--- config.mk ---
export PLATFORM = sky130hd
export DESIGN_NAME = axiToAhbWrBridge
export DESIGN_NICKNAME = d
export VERILOG_FILES = /design/src/rtl/axiAhbPkg.sv /design/src/rtl/wrBeatIf.sv /design/src/rtl/axiWrCtrl.sv /design/src/rtl/wrBurstTracker.sv /design/src/rtl/strobeAccumulator.sv /design/src/rtl/axiToAhbWrBridge.sv
export SDC_FILE = /design/constraint.sdc
export NUM_CORES = 1
export LEC_CHECK = 0
export BUFFER_PORTS_ARGS = -buffer_cell sky130_fd_sc_hd__clkbuf_2
export CORE_AREA = 2 2 101 103
export CTS_BUF_LIST = sky130_fd_sc_hd__clkbuf_4 sky130_fd_sc_hd__clkbuf_8
export DETAILED_ROUTE_END_ITERATION = 6
export DIE_AREA = 0 0 103 105
export GPL_TIMING_DRIVEN = 0
export PLACE_DENSITY = 0.95
export SETUP_SLACK_MARGIN = 0.05
export SLEW_MARGIN = 20
export SYNTH_ARGS = -nofsm -noshare
export SYNTH_HDL_FRONTEND = slang
export SYNTH_SLANG_ARGS = --single-unit
--- constraint.sdc ---
create_clock -name ACLK -period 8.47 [get_ports ACLK]
set_input_delay 0 -clock ACLK [delete_from_list [all_inputs] [get_ports ACLK]]
set_output_delay 0 -clock ACLK [all_outputs]
set_load 0.01 [all_outputs]
--- src/rtl/axiAhbPkg.sv ---
package axiAhbPkg;

    //////////////////////////////////////////////////////////////////////
    // Bus widths
    //////////////////////////////////////////////////////////////////////

    // AXI and AHB byte address
    localparam int ADDR_W = 32;
    // One write beat
    localparam int DATA_W = 64;
    // One strobe bit per data byte
    localparam int STRB_W = DATA_W / 8;
    // AWLEN field, up to 16 beats
    localparam int LEN_W = 4;
    localparam int ID_W = 4;

    // Write buffer holds one full burst
    localparam int BUF_ADDR_W = 4;
    // Enough for 16 beats of 8 bytes
    localparam int BYTE_CNT_W = 8;
    // Byte lane index inside a beat
    localparam int OFFSET_W = 3;

    //////////////////////////////////////////////////////////////////////
    // AXI field encodings
    //////////////////////////////////////////////////////////////////////

    // AWSIZE for 8-byte beats, the only size handled
    localparam logic [2:0] SIZE_64 = 3'd3;

    // AWBURST codes
    typedef enum logic [1:0] {
        BURST_FIXED = 2'b00,
        BURST_INCR  = 2'b01,
        BURST_WRAP  = 2'b10,
        BURST_RSVD  = 2'b11
    } burstT;

    // BRESP codes, EXOKAY and DECERR are never returned
    typedef enum logic [1:0] {
        RESP_OKAY   = 2'b00,
        RESP_SLVERR = 2'b10
    } respT;

endpackage

--- src/rtl/wrBeatIf.sv ---
`timescale 1ns/10ps

// Per-beat control between the write FSM and the datapath blocks
interface wrBeatIf;

    // From the FSM
    logic addrAccept;
    logic beatAccept;
    logic beatStore;
    logic burstDone;

    // From the burst tracker
    logic lastBeatNext;
    logic burstBad;
    logic firstBeat;

    modport ctrl (
        output addrAccept, beatAccept, beatStore, burstDone,
        input  lastBeatNext, burstBad, firstBeat
    );

    modport dp (
        input  addrAccept, beatAccept, beatStore, burstDone,
        output lastBeatNext, burstBad, firstBeat
    );

endinterface

--- src/rtl/axiWrCtrl.sv ---
`timescale 1ns/10ps

module axiWrCtrl (
    input  logic                        ACLK,
    input  logic                        ARESETN,
    input  logic                        AWVALID,
    input  logic                        WVALID,
    input  logic                        WLAST,
    input  logic                        BREADY,
    input  logic                        ahbWrDone,
    input  logic                        ahbError,
    input  logic [axiAhbPkg::ID_W-1:0]  capturedId,
    output logic                        AWREADY,
    output logic                        WREADY,
    output logic                        BVALID,
    output axiAhbPkg::respT             BRESP,
    output logic [axiAhbPkg::ID_W-1:0]  BID,
    output logic                        wrTranPend,
    wrBeatIf.ctrl                       beat
);

    import axiAhbPkg::*;

    typedef enum logic [2:0] {
        stIdle,
        stData,
        stLast,
        stWaitLast,
        stAhbWait,
        stResp
    } stateT;

    stateT state;
    stateT nextState;

    // Sticky error for the burst in flight
    logic errFlag;
    // Previous done level for toggle detection
    logic doneReg;
    logic doneEdge;
    // Clean last beat, handed to the AHB side
    logic handOver;

    //////////////////////////////////////////////////////////////////////
    // Handshake decode, all from state
    //////////////////////////////////////////////////////////////////////

    assign AWREADY = (state == stIdle);
    assign WREADY  = (state == stData) || (state == stLast) || (state == stWaitLast);
    assign BVALID  = (state == stResp);
    assign BRESP   = errFlag ? RESP_SLVERR : RESP_OKAY;
    assign BID     = capturedId;

    assign beat.addrAccept = AWREADY && AWVALID;
    assign beat.beatAccept = WREADY && WVALID;

    // Only beats of an error-free burst reach the buffer
    // Early WLAST and missing WLAST beats are dropped
    assign beat.beatStore = beat.beatAccept && !errFlag &&
                            (((state == stData) && !WLAST) ||
                             ((state == stLast) && WLAST));

    // Burst is over once a beat leaves the W phase
    assign beat.burstDone = beat.beatAccept && WLAST &&
                            ((state == stLast) || (state == stWaitLast));

    assign handOver = (state == stLast) && beat.beatAccept && WLAST && !errFlag;

    // Any change of the done level ends the AHB transfer
    assign doneEdge = doneReg ^ ahbWrDone;

    //////////////////////////////////////////////////////////////////////
    // State machine
    //////////////////////////////////////////////////////////////////////

    always_ff @(posedge ACLK or negedge ARESETN)
    begin
        if (!ARESETN)
            state <= stIdle;
        else
            state <= nextState;
    end

    always_comb
    begin
        nextState = state;
        case (state)
            stIdle:
            begin
                // Single-beat bursts skip straight to the last beat
                if (beat.addrAccept)
                    nextState = beat.lastBeatNext ? stLast : stData;
            end
            stData:
            begin
                if (beat.beatAccept && beat.lastBeatNext)
                    nextState = stLast;
            end
            stLast:
            begin
                if (beat.beatAccept)
                begin
                    if (!WLAST)
                        nextState = stWaitLast;
                    else if (errFlag)
                        nextState = stResp;
                    else
                        nextState = stAhbWait;
                end
            end
            stWaitLast:
            begin
                // Drain beats until the master ends its burst
                if (beat.beatAccept && WLAST)
                    nextState = stResp;
            end
            stAhbWait:
            begin
                if (doneEdge)
                    nextState = stResp;
            end
            stResp:
            begin
                if (BREADY)
                    nextState = stIdle;
            end
            default:
                nextState = stIdle;
        endcase
    end

    //////////////////////////////////////////////////////////////////////
    // Error flag, pending toggle and done edge
    //////////////////////////////////////////////////////////////////////

    always_ff @(posedge ACLK or negedge ARESETN)
    begin
        if (!ARESETN)
        begin
            errFlag    <= 1'b0;
            wrTranPend <= 1'b0;
            doneReg    <= 1'b0;
        end
        else
        begin
            doneReg <= ahbWrDone;
            if (handOver)
                wrTranPend <= !wrTranPend;

            if (beat.addrAccept)
                // Illegal burst type or size, checked once
                errFlag <= beat.burstBad;
            else if ((state == stData) && beat.beatAccept && WLAST)
                // WLAST ahead of the last beat
                errFlag <= 1'b1;
            else if ((state == stLast) && beat.beatAccept && !WLAST)
                // WLAST missing on the last beat
                errFlag <= 1'b1;
            else if ((state == stAhbWait) && doneEdge)
                // ahbError is already stable when done toggles
                errFlag <= ahbError;
            else if ((state == stResp) && BREADY)
                errFlag <= 1'b0;
        end
    end

endmodule

--- src/rtl/wrBurstTracker.sv ---
`timescale 1ns/10ps

module wrBurstTracker (
    input  logic                            ACLK,
    input  logic                            ARESETN,
    input  logic [axiAhbPkg::LEN_W-1:0]     AWLEN,
    input  logic [1:0]                      AWBURST,
    input  logic [2:0]                      AWSIZE,
    input  logic [axiAhbPkg::ID_W-1:0]      AWID,
    output logic [axiAhbPkg::ID_W-1:0]      capturedId,
    output logic [axiAhbPkg::LEN_W-1:0]     ahbLen,
    output logic [1:0]                      ahbBurst,
    output logic [axiAhbPkg::BUF_ADDR_W-1:0] wrBufAddr,
    wrBeatIf.dp                             beat
);

    import axiAhbPkg::*;

    logic [LEN_W-1:0]      beatCnt;
    logic [BUF_ADDR_W-1:0] bufPtr;

    //////////////////////////////////////////////////////////////////////
    // Address phase capture
    //////////////////////////////////////////////////////////////////////

    always_ff @(posedge ACLK)
    begin
        if (beat.addrAccept)
        begin
            capturedId <= AWID;
            ahbLen     <= AWLEN;
            ahbBurst   <= AWBURST;
        end
    end

    // Only FIXED and INCR with 8-byte beats are accepted
    assign beat.burstBad = (AWBURST == BURST_RSVD) || (AWBURST == BURST_WRAP) ||
                           (AWSIZE != SIZE_64);

    //////////////////////////////////////////////////////////////////////
    // Beat counter and buffer pointer
    //////////////////////////////////////////////////////////////////////

    always_ff @(posedge ACLK or negedge ARESETN)
    begin
        if (!ARESETN)
        begin
            beatCnt <= '0;
            bufPtr  <= '0;
        end
        else if (beat.burstDone)
        begin
            beatCnt <= '0;
            bufPtr  <= '0;
        end
        else
        begin
            // Counts every handshake, stored or dropped
            if (beat.beatAccept)
                beatCnt <= beatCnt + 1'b1;
            if (beat.beatStore)
                bufPtr <= bufPtr + 1'b1;
        end
    end

    // At the AW handshake the length is still on the bus
    assign beat.lastBeatNext = beat.addrAccept ? (AWLEN == '0) :
                                                 ((beatCnt + 1'b1) == ahbLen);
    assign beat.firstBeat    = (beatCnt == '0);

    // Pointer is the address of the beat being stored now
    assign wrBufAddr = bufPtr;

endmodule

--- src/rtl/strobeAccumulator.sv ---
`timescale 1ns/10ps

module strobeAccumulator (
    input  logic                            ACLK,
    input  logic                            ARESETN,
    input  logic [axiAhbPkg::ADDR_W-1:0]    AWADDR,
    input  logic [axiAhbPkg::STRB_W-1:0]    WSTRB,
    input  logic [axiAhbPkg::DATA_W-1:0]    WDATA,
    output logic [axiAhbPkg::ADDR_W-1:0]    ahbAddr,
    output logic [axiAhbPkg::BYTE_CNT_W-1:0] validByteCnt,
    output logic                            wrBufWrEn,
    output logic [axiAhbPkg::DATA_W-1:0]    wrBufData,
    wrBeatIf.dp                             beat
);

    import axiAhbPkg::*;

    // Number of set strobes, 0 to 8
    logic [OFFSET_W:0]   popCnt;
    // Index of the lowest set strobe
    logic [OFFSET_W-1:0] lowLane;

    //////////////////////////////////////////////////////////////////////
    // Strobe decode
    //////////////////////////////////////////////////////////////////////

    always_comb
    begin
        popCnt  = '0;
        lowLane = '0;
        // Downward scan so the lowest set lane wins
        for (int i = STRB_W - 1; i >= 0; i--)
        begin
            if (WSTRB[i])
            begin
                popCnt  = popCnt + 1'b1;
                lowLane = OFFSET_W'(i);
            end
        end
    end

    //////////////////////////////////////////////////////////////////////
    // Start address and byte count
    //////////////////////////////////////////////////////////////////////

    always_ff @(posedge ACLK)
    begin
        // Align down to a beat, then offset by the first beat's strobes
        if (beat.addrAccept)
            ahbAddr <= {AWADDR[ADDR_W-1:OFFSET_W], {OFFSET_W{1'b0}}};
        else if (beat.beatStore && beat.firstBeat)
            ahbAddr <= ahbAddr + ADDR_W'(lowLane);
    end

    always_ff @(posedge ACLK or negedge ARESETN)
    begin
        if (!ARESETN)
            validByteCnt <= '0;
        else if (beat.beatStore)
        begin
            // First beat restarts the count
            if (beat.firstBeat)
                validByteCnt <= BYTE_CNT_W'(popCnt);
            else
                validByteCnt <= validByteCnt + BYTE_CNT_W'(popCnt);
        end
    end

    // Buffer write happens in the handshake cycle itself
    assign wrBufWrEn = beat.beatStore;
    assign wrBufData = WDATA;

endmodule

--- src/rtl/axiToAhbWrBridge.sv ---
`timescale 1ns/10ps

module axiToAhbWrBridge (
    input  logic                             ACLK,
    input  logic                             ARESETN,
    // AXI write address channel
    input  logic                             AWVALID,
    output logic                             AWREADY,
    input  logic [axiAhbPkg::ADDR_W-1:0]     AWADDR,
    input  logic [axiAhbPkg::LEN_W-1:0]      AWLEN,
    input  logic [2:0]                       AWSIZE,
    input  logic [1:0]                       AWBURST,
    input  logic [axiAhbPkg::ID_W-1:0]       AWID,
    // AXI write data channel
    input  logic                             WVALID,
    output logic                             WREADY,
    input  logic [axiAhbPkg::DATA_W-1:0]     WDATA,
    input  logic [axiAhbPkg::STRB_W-1:0]     WSTRB,
    input  logic                             WLAST,
    // AXI write response channel
    output logic                             BVALID,
    input  logic                             BREADY,
    output axiAhbPkg::respT                  BRESP,
    output logic [axiAhbPkg::ID_W-1:0]       BID,
    // Write buffer
    output logic                             wrBufWrEn,
    output logic [axiAhbPkg::BUF_ADDR_W-1:0] wrBufAddr,
    output logic [axiAhbPkg::DATA_W-1:0]     wrBufData,
    // AHB master side
    output logic [axiAhbPkg::ADDR_W-1:0]     ahbAddr,
    output logic [axiAhbPkg::LEN_W-1:0]      ahbLen,
    output logic [1:0]                       ahbBurst,
    output logic                             wrTranPend,
    output logic [axiAhbPkg::BYTE_CNT_W-1:0] validByteCnt,
    input  logic                             ahbWrDone,
    input  logic                             ahbError
);

    import axiAhbPkg::*;

    // ID of the burst in flight, returned on B
    logic [ID_W-1:0] capturedId;

    wrBeatIf beat ();

    //////////////////////////////////////////////////////////////////////
    // Write FSM and response
    //////////////////////////////////////////////////////////////////////

    axiWrCtrl u_axiWrCtrl (
        .ACLK       (ACLK),
        .ARESETN    (ARESETN),
        .AWVALID    (AWVALID),
        .WVALID     (WVALID),
        .WLAST      (WLAST),
        .BREADY     (BREADY),
        .ahbWrDone  (ahbWrDone),
        .ahbError   (ahbError),
        .capturedId (capturedId),
        .AWREADY    (AWREADY),
        .WREADY     (WREADY),
        .BVALID     (BVALID),
        .BRESP      (BRESP),
        .BID        (BID),
        .wrTranPend (wrTranPend),
        .beat       (beat.ctrl)
    );

    //////////////////////////////////////////////////////////////////////
    // Datapath
    //////////////////////////////////////////////////////////////////////

    wrBurstTracker u_wrBurstTracker (
        .ACLK       (ACLK),
        .ARESETN    (ARESETN),
        .AWLEN      (AWLEN),
        .AWBURST    (AWBURST),
        .AWSIZE     (AWSIZE),
        .AWID       (AWID),
        .capturedId (capturedId),
        .ahbLen     (ahbLen),
        .ahbBurst   (ahbBurst),
        .wrBufAddr  (wrBufAddr),
        .beat       (beat.dp)
    );

    strobeAccumulator u_strobeAccumulator (
        .ACLK         (ACLK),
        .ARESETN      (ARESETN),
        .AWADDR       (AWADDR),
        .WSTRB        (WSTRB),
        .WDATA        (WDATA),
        .ahbAddr      (ahbAddr),
        .validByteCnt (validByteCnt),
        .wrBufWrEn    (wrBufWrEn),
        .wrBufData    (wrBufData),
        .beat         (beat.dp)
    );

endmodule

# Word level (Yosys, flattened, before mapping)
# Index checks and enable logic that the tools add are counted.
[word_totals]
regBits = 64
output_inout_bits = 125
word_cells = 114
[classes]
addsub = 11
eq_ne = 15
muxes = 40
n_bitwise = 1
n_reduce_logical = 35
[op_table]
columns = ["op", "count"]
rows = [
  ["32-bit two-way mux", 2],
  ["3-bit two-way mux", 15],
  ["4-bit two-way mux", 11],
  ["32-bit by 3-bit adder with 32-bit output", 1],
  ["4-bit by 1-bit adder with 4-bit output (second input constant)", 8],
  ["1-bit logical AND", 18],
  ["3-bit one-hot mux with 6 select lines", 1],
  ["2-bit by 1-bit inequality test with 1-bit output (second input constant)", 5],
  ["8-bit by 4-bit adder with 8-bit output", 1],
  ["4-bit logical NOT", 2],
  ["1-bit two-way mux", 8],
  ["8-bit two-way mux", 1],
  ["3-bit by 2-bit == test with 1-bit output (second input constant)", 2],
  ["3-bit == test (second input constant)", 2],
  ["1-bit logical OR", 6],
  ["6-bit AND reduction", 1],
  ["2-bit nonzero test", 3],
  ["5-bit nonzero test", 1],
  ["2-bit == test (second input constant)", 2],
  ["4-bit == test", 1],
  ["2-bit two-way mux", 2],
  ["3-bit by 1-bit == test with 1-bit output (second input constant)", 1],
  ["1-bit logical NOT", 3],
  ["3-bit logical NOT", 1],
  ["other kinds (4)", 4],
]

# Longest topological paths before layout
[logic_depth]
ltp_word = 17
ltp_mapped = 26
depth_no_buf = 25

# Least setup slack after synthesis
# OpenSTA, ideal clock, no wires.
[synth_timing]
kind = "input port to flip-flop"
from = "input port WSTRB[6] (netlist bit)"
to = "register u_strobeAccumulator.validByteCnt[7] (netlist bit)"
setup_time_ps = 78
arrival_ps = 4621
required_ps = 8392
slack_ps = 3771
path_stages = 25
n_path_buf = 1
path_cell_list = "inv_1 > ha_1 > buf_2 > xnor2_1 > inv_1 > ha_1 > nand3b_1 > mux2i_1 > or4_1 > ha_1 > nand2_1 > o21a_1 > a211oi_1 > o21bai_1 > or2_2 > ha_1 > nand2_1 > o21ai_0 > ha_1 > a21o_1 > a21oi_1 > nor2b_1 > o211ai_1 > or3_1 > a21oi_1"
[synth_via]
elab_chain_len = 15
[synth_lines]
columns = ["element", "line_no", "text"]
rows = [
  ["from (decl)", "axiToAhbWrBridge.sv:18", "input logic [axiAhbPkg::STRB_W-1:0] WSTRB,"],
  ["4-bit two-way mux *", "strobeAccumulator.sv:34", "if (WSTRB[i])"],
  ["4-bit by 1-bit adder with 4-bit output", "strobeAccumulator.sv:36", "popCnt = popCnt + 1'b1;"],
  ["4-bit two-way mux *", "strobeAccumulator.sv:34", ""],
  ["4-bit by 1-bit adder with 4-bit output", "strobeAccumulator.sv:36", ""],
  ["4-bit two-way mux *", "strobeAccumulator.sv:34", ""],
  ["4-bit by 1-bit adder with 4-bit output", "strobeAccumulator.sv:36", ""],
  ["4-bit two-way mux *", "strobeAccumulator.sv:34", ""],
  ["4-bit by 1-bit adder with 4-bit output", "strobeAccumulator.sv:36", ""],
  ["4-bit two-way mux *", "strobeAccumulator.sv:34", ""],
  ["4-bit by 1-bit adder with 4-bit output", "strobeAccumulator.sv:36", ""],
  ["4-bit two-way mux *", "strobeAccumulator.sv:34", ""],
  ["4-bit by 1-bit adder with 4-bit output", "strobeAccumulator.sv:36", ""],
  ["4-bit two-way mux *", "strobeAccumulator.sv:34", ""],
  ["8-bit by 4-bit adder with 8-bit output *", "strobeAccumulator.sv:65", "validByteCnt <= validByteCnt + BYTE_CNT_W'(popCnt);"],
  ["8-bit two-way mux *", "strobeAccumulator.sv:62", "if (beat.firstBeat)"],
  ["to (signal assigned)", "strobeAccumulator.sv:63", "validByteCnt <= BYTE_CNT_W'(popCnt);"],
  ["to (signal assigned)", "strobeAccumulator.sv:65", ""],
  ["to (decl)", "strobeAccumulator.sv:10", "output logic [axiAhbPkg::BYTE_CNT_W-1:0] validByteCnt,"],
]
# Every way passes the cells marked *; elsewhere a longest branch is shown, timed or not.
# A chain may end at the register's enable or synchronous reset.

# Final worst setup path
# Ends and elaborated chain as after synthesis.

==> flow_metrics.tcl <==
set metrics [dict create \
    yosysTopAreaCell "edfxtp_1" \
    rsz0062_at_grt "false" \
    final_cell_mix "clkbuf_2 (179), nand2_1 (73), buf_4 (66), o21ai_0 (43), dlygate4sd3_1 (43)" \
    place_hpwl_mm 9.550 \
    fin_skew_ns 0.008953 \
    period_minus_slack_ns 4.962 \
    crit_path_start "WSTRB[6]" \
    critPathMaxFanout 10 \
    ys_ff_latch 64 \
    tns_ns 0 \
    io_pins 250 \
    syn_area_per_cell_sq_um 9.017 \
    cts_buffers 9 \
    start_kind "input port" \
    hp-class "in -> reg" \
    hold_viol_final 0 \
    antenna_found_initial 0 \
    clockRootBuffer "clkbuf_8" \
    status "finished, final reports clean" \
    hold_buffers 43 \
    clock_latency_ns 0.34 \
    grt_pass1_vias 4616 \
    grt_max_degree 30 \
    diodes 0 \
    area_growth_syn_to_layout_pct 34.10 \
    via_count 4739 \
    period_share 0.5859 \
    rows 36 \
    synth.distinct_cells 62 \
    initial_core_util 0.5070 \
    multi_input_area_sq_um 2454 \
    final_nets 922 \
    clk_path_buf_depth 2 \
    synth_top_area_share 0.2396 \
    r2r-start "u_wrBurstTracker.beatCnt[0]" \
    synth_cells 542 \
    track_usage 0.2427 \
    critPathKind "in -> reg" \
    final-seq-area_sq_um 1782 \
    cts_setup_buffers 0 \
    mostFrequentLayoutCell "clkbuf_2" \
    clock.fmax_ghz 0.2015 \
    cp.required_ns 8.73 \
    netlist_top_cells_area "edfxtp_1 (24%), dfrtp_1 (11%), buf_4 (10%)" \
    antenna_left 0 \
    synth-edff-count 39 \
    tritoncts "yes" \
    synth_area_sq_um 4887 \
    endpoint_kind "register" \
    grt-ovfl-total 0 \
    worstSetupEndpoint "u_strobeAccumulator.validByteCnt[7]" \
    maxCapViolCount 0 \
    ys_warn_count 0 \
    peakVddDrop_mv 0.1316 \
    cts.sinks 64 \
    wire_per_inst_microns 14.62 \
    drt-vias-per-instance 5.191 \
    placed_cells 854 \
    die-area_sq_um 10820 \
    r2r_slack_ns 5.24 \
    fillers 791 \
    htreeDepth 3 \
    clkTransAtPathRegs_ns 0.08 \
    io_buffer_count 179 \
    rr_worst_depth 6 \
    drive_gt1_frac 0.3641 \
    power_density_nw_per_um2 209.1 \
    ys.flop_type "edfxtp_1" \
    worstMarginPinSlew_ns 1.038 \
    finalWirelength_mm 13.35 \
    drtPass1Iterations 5 \
    slew_headroom 0.3062 \
    drc 0 \
    fp.dieH_microns 105 \
    instances_no_fill 913 \
    p_leak_nw 3.065 \
    synth_async_sr_flop_share 0.3438 \
    core_sq_um 9639 \
    grt_pass1_wl_mm 20.94 \
    critPathArrivalTime_ns 5.23 \
    synth_nets 689 \
    finalSetupViolCount 0 \
    dr.first_iter.drc_count 201 \
    r2r-end "u_strobeAccumulator.ahbAddr[5]" \
    post_cts_resized 0 \
    gp_congestion 0.9466 \
    final_util 0.6799 \
    die_x_microns 103 \
    slew_viol_final 0 \
    yosysSeqAreaShare 0.3646 \
]
power breakdown:
part	switching, mW	leakage, nW	internal (mW)
Clock	0.127	0.0854	0.106
Sequential	0.0814	0.679	0.431
Combinational	0.350	2.30	0.275
Total	0.559	3.07	0.812
critical path, cell delays in order:
cell and delay, ns:
clkbuf_2 0.10, inv_1 0.07, ha_1 0.29, buf_2 0.18, xnor2_1 0.39, inv_1 0.14, ha_1 0.36, nand3b_1 0.12
mux2i_1 0.11, or4_1 0.46, ha_1 0.29, nand2_1 0.06, o21a_1 0.17, a211oi_1 0.08, o21bai_1 0.22, or2_2 0.31
ha_1 0.28, nand2_1 0.05, o21ai_0 0.18, ha_1 0.35, a21o_1 0.10, a21oi_1 0.07, nor2b_1 0.15, o211ai_1 0.15
or3_1 0.38, a21oi_1 0.15
worst min-delay path by stage:
stage,start,to,slack (ns),cells past startpoint
floorplan,ARESETN,u_axiWrCtrl.doneReg,-0.30,0
global placement,ARESETN,u_wrBurstTracker.beatCnt[2],0.006,1
detailed placement,ARESETN,u_wrBurstTracker.beatCnt[2],0.01,1
CTS,WVALID,u_wrBurstTracker.beatCnt[0],0.02,3
finish,WVALID,u_wrBurstTracker.beatCnt[0],0.03,3
global route,WVALID,u_wrBurstTracker.beatCnt[0],0.07,3
metrics by stage:
| step | setup WS, ns | power [mW] | hold WS (ns) | area, sq um |
|---|---|---|---|---|
| finish | 3.508 | 1.371 | 0.03206 | 6554 |
| floorplan | 3.771 | 0.9206 | -0.2956 | 4887 |
| global route | 3.154 | 1.466 | 0.06730 | 6554 |
| global placement | 3.259 | 1.092 | 0.006099 | 5949 |
| CTS | 3.493 | 1.369 | 0.02498 | 6554 |
| detailed placement | 3.125 | 1.117 | 0.01143 | 5952 |
flip-flops by register name, indices dropped and copies added (netlist names), 2 cells and up:
name and count:
u_strobeAccumulator.ahbAddr 32, u_strobeAccumulator.validByteCnt 8, u_wrBurstTracker.ahbLen 4, u_wrBurstTracker.beatCnt 4
u_wrBurstTracker.capturedId 4, u_wrBurstTracker.wrBufAddr 4, u_axiWrCtrl.state 3, u_wrBurstTracker.ahbBurst 2
synth_stat cells, drive strengths merged, types with 14 or more instances:
cell type and instances:
nand2 74, nor2 35, a21oi 15, edfxtp 39
xnor2 32, inv 20, nand3 26, clkbuf 14
dfrtp 22, o21ai 43, buf 71, xor2 29
ha 20
logic make-up after synthesis:
kind of cell / after synthesis / synth area share
multiplexers: 11 / 0.02611
adder cells (fa/ha/maj): 22 / 0.05940
other: 1 / 0.0007673
buffers and inverters: 105 / 0.1339
flip-flops: 64 / 0.3646
AO/OA/AOI/OAI: 92 / 0.1193
AND/OR/NAND/NOR: 185 / 0.1800
XOR/XNOR: 62 / 0.1160
area by class of cell:
type,count,area share
Buffer,85,0.08839
Inverter,20,0.01145
Clock inverter,7,0.007255
Clock buffer,9,0.01890
Multi-Input combinational cell,373,0.3744
Tap cell,133,0.02539
Sequential cell,64,0.2719
Timing Repair Buffer,222,0.2024
routing by layer:
| layer | routed length [microns] | GRT usage |
|---|---|---|
| met1 | 5035 | 0.2720 |
| met2 | 6855 | 0.4337 |
| met3 | 1023 | 0.05351 |
| met4 | 436 | 0.1015 |
| met5 | 0 | 0 |
No activity file was read; power rests on OpenSTA's default activity.
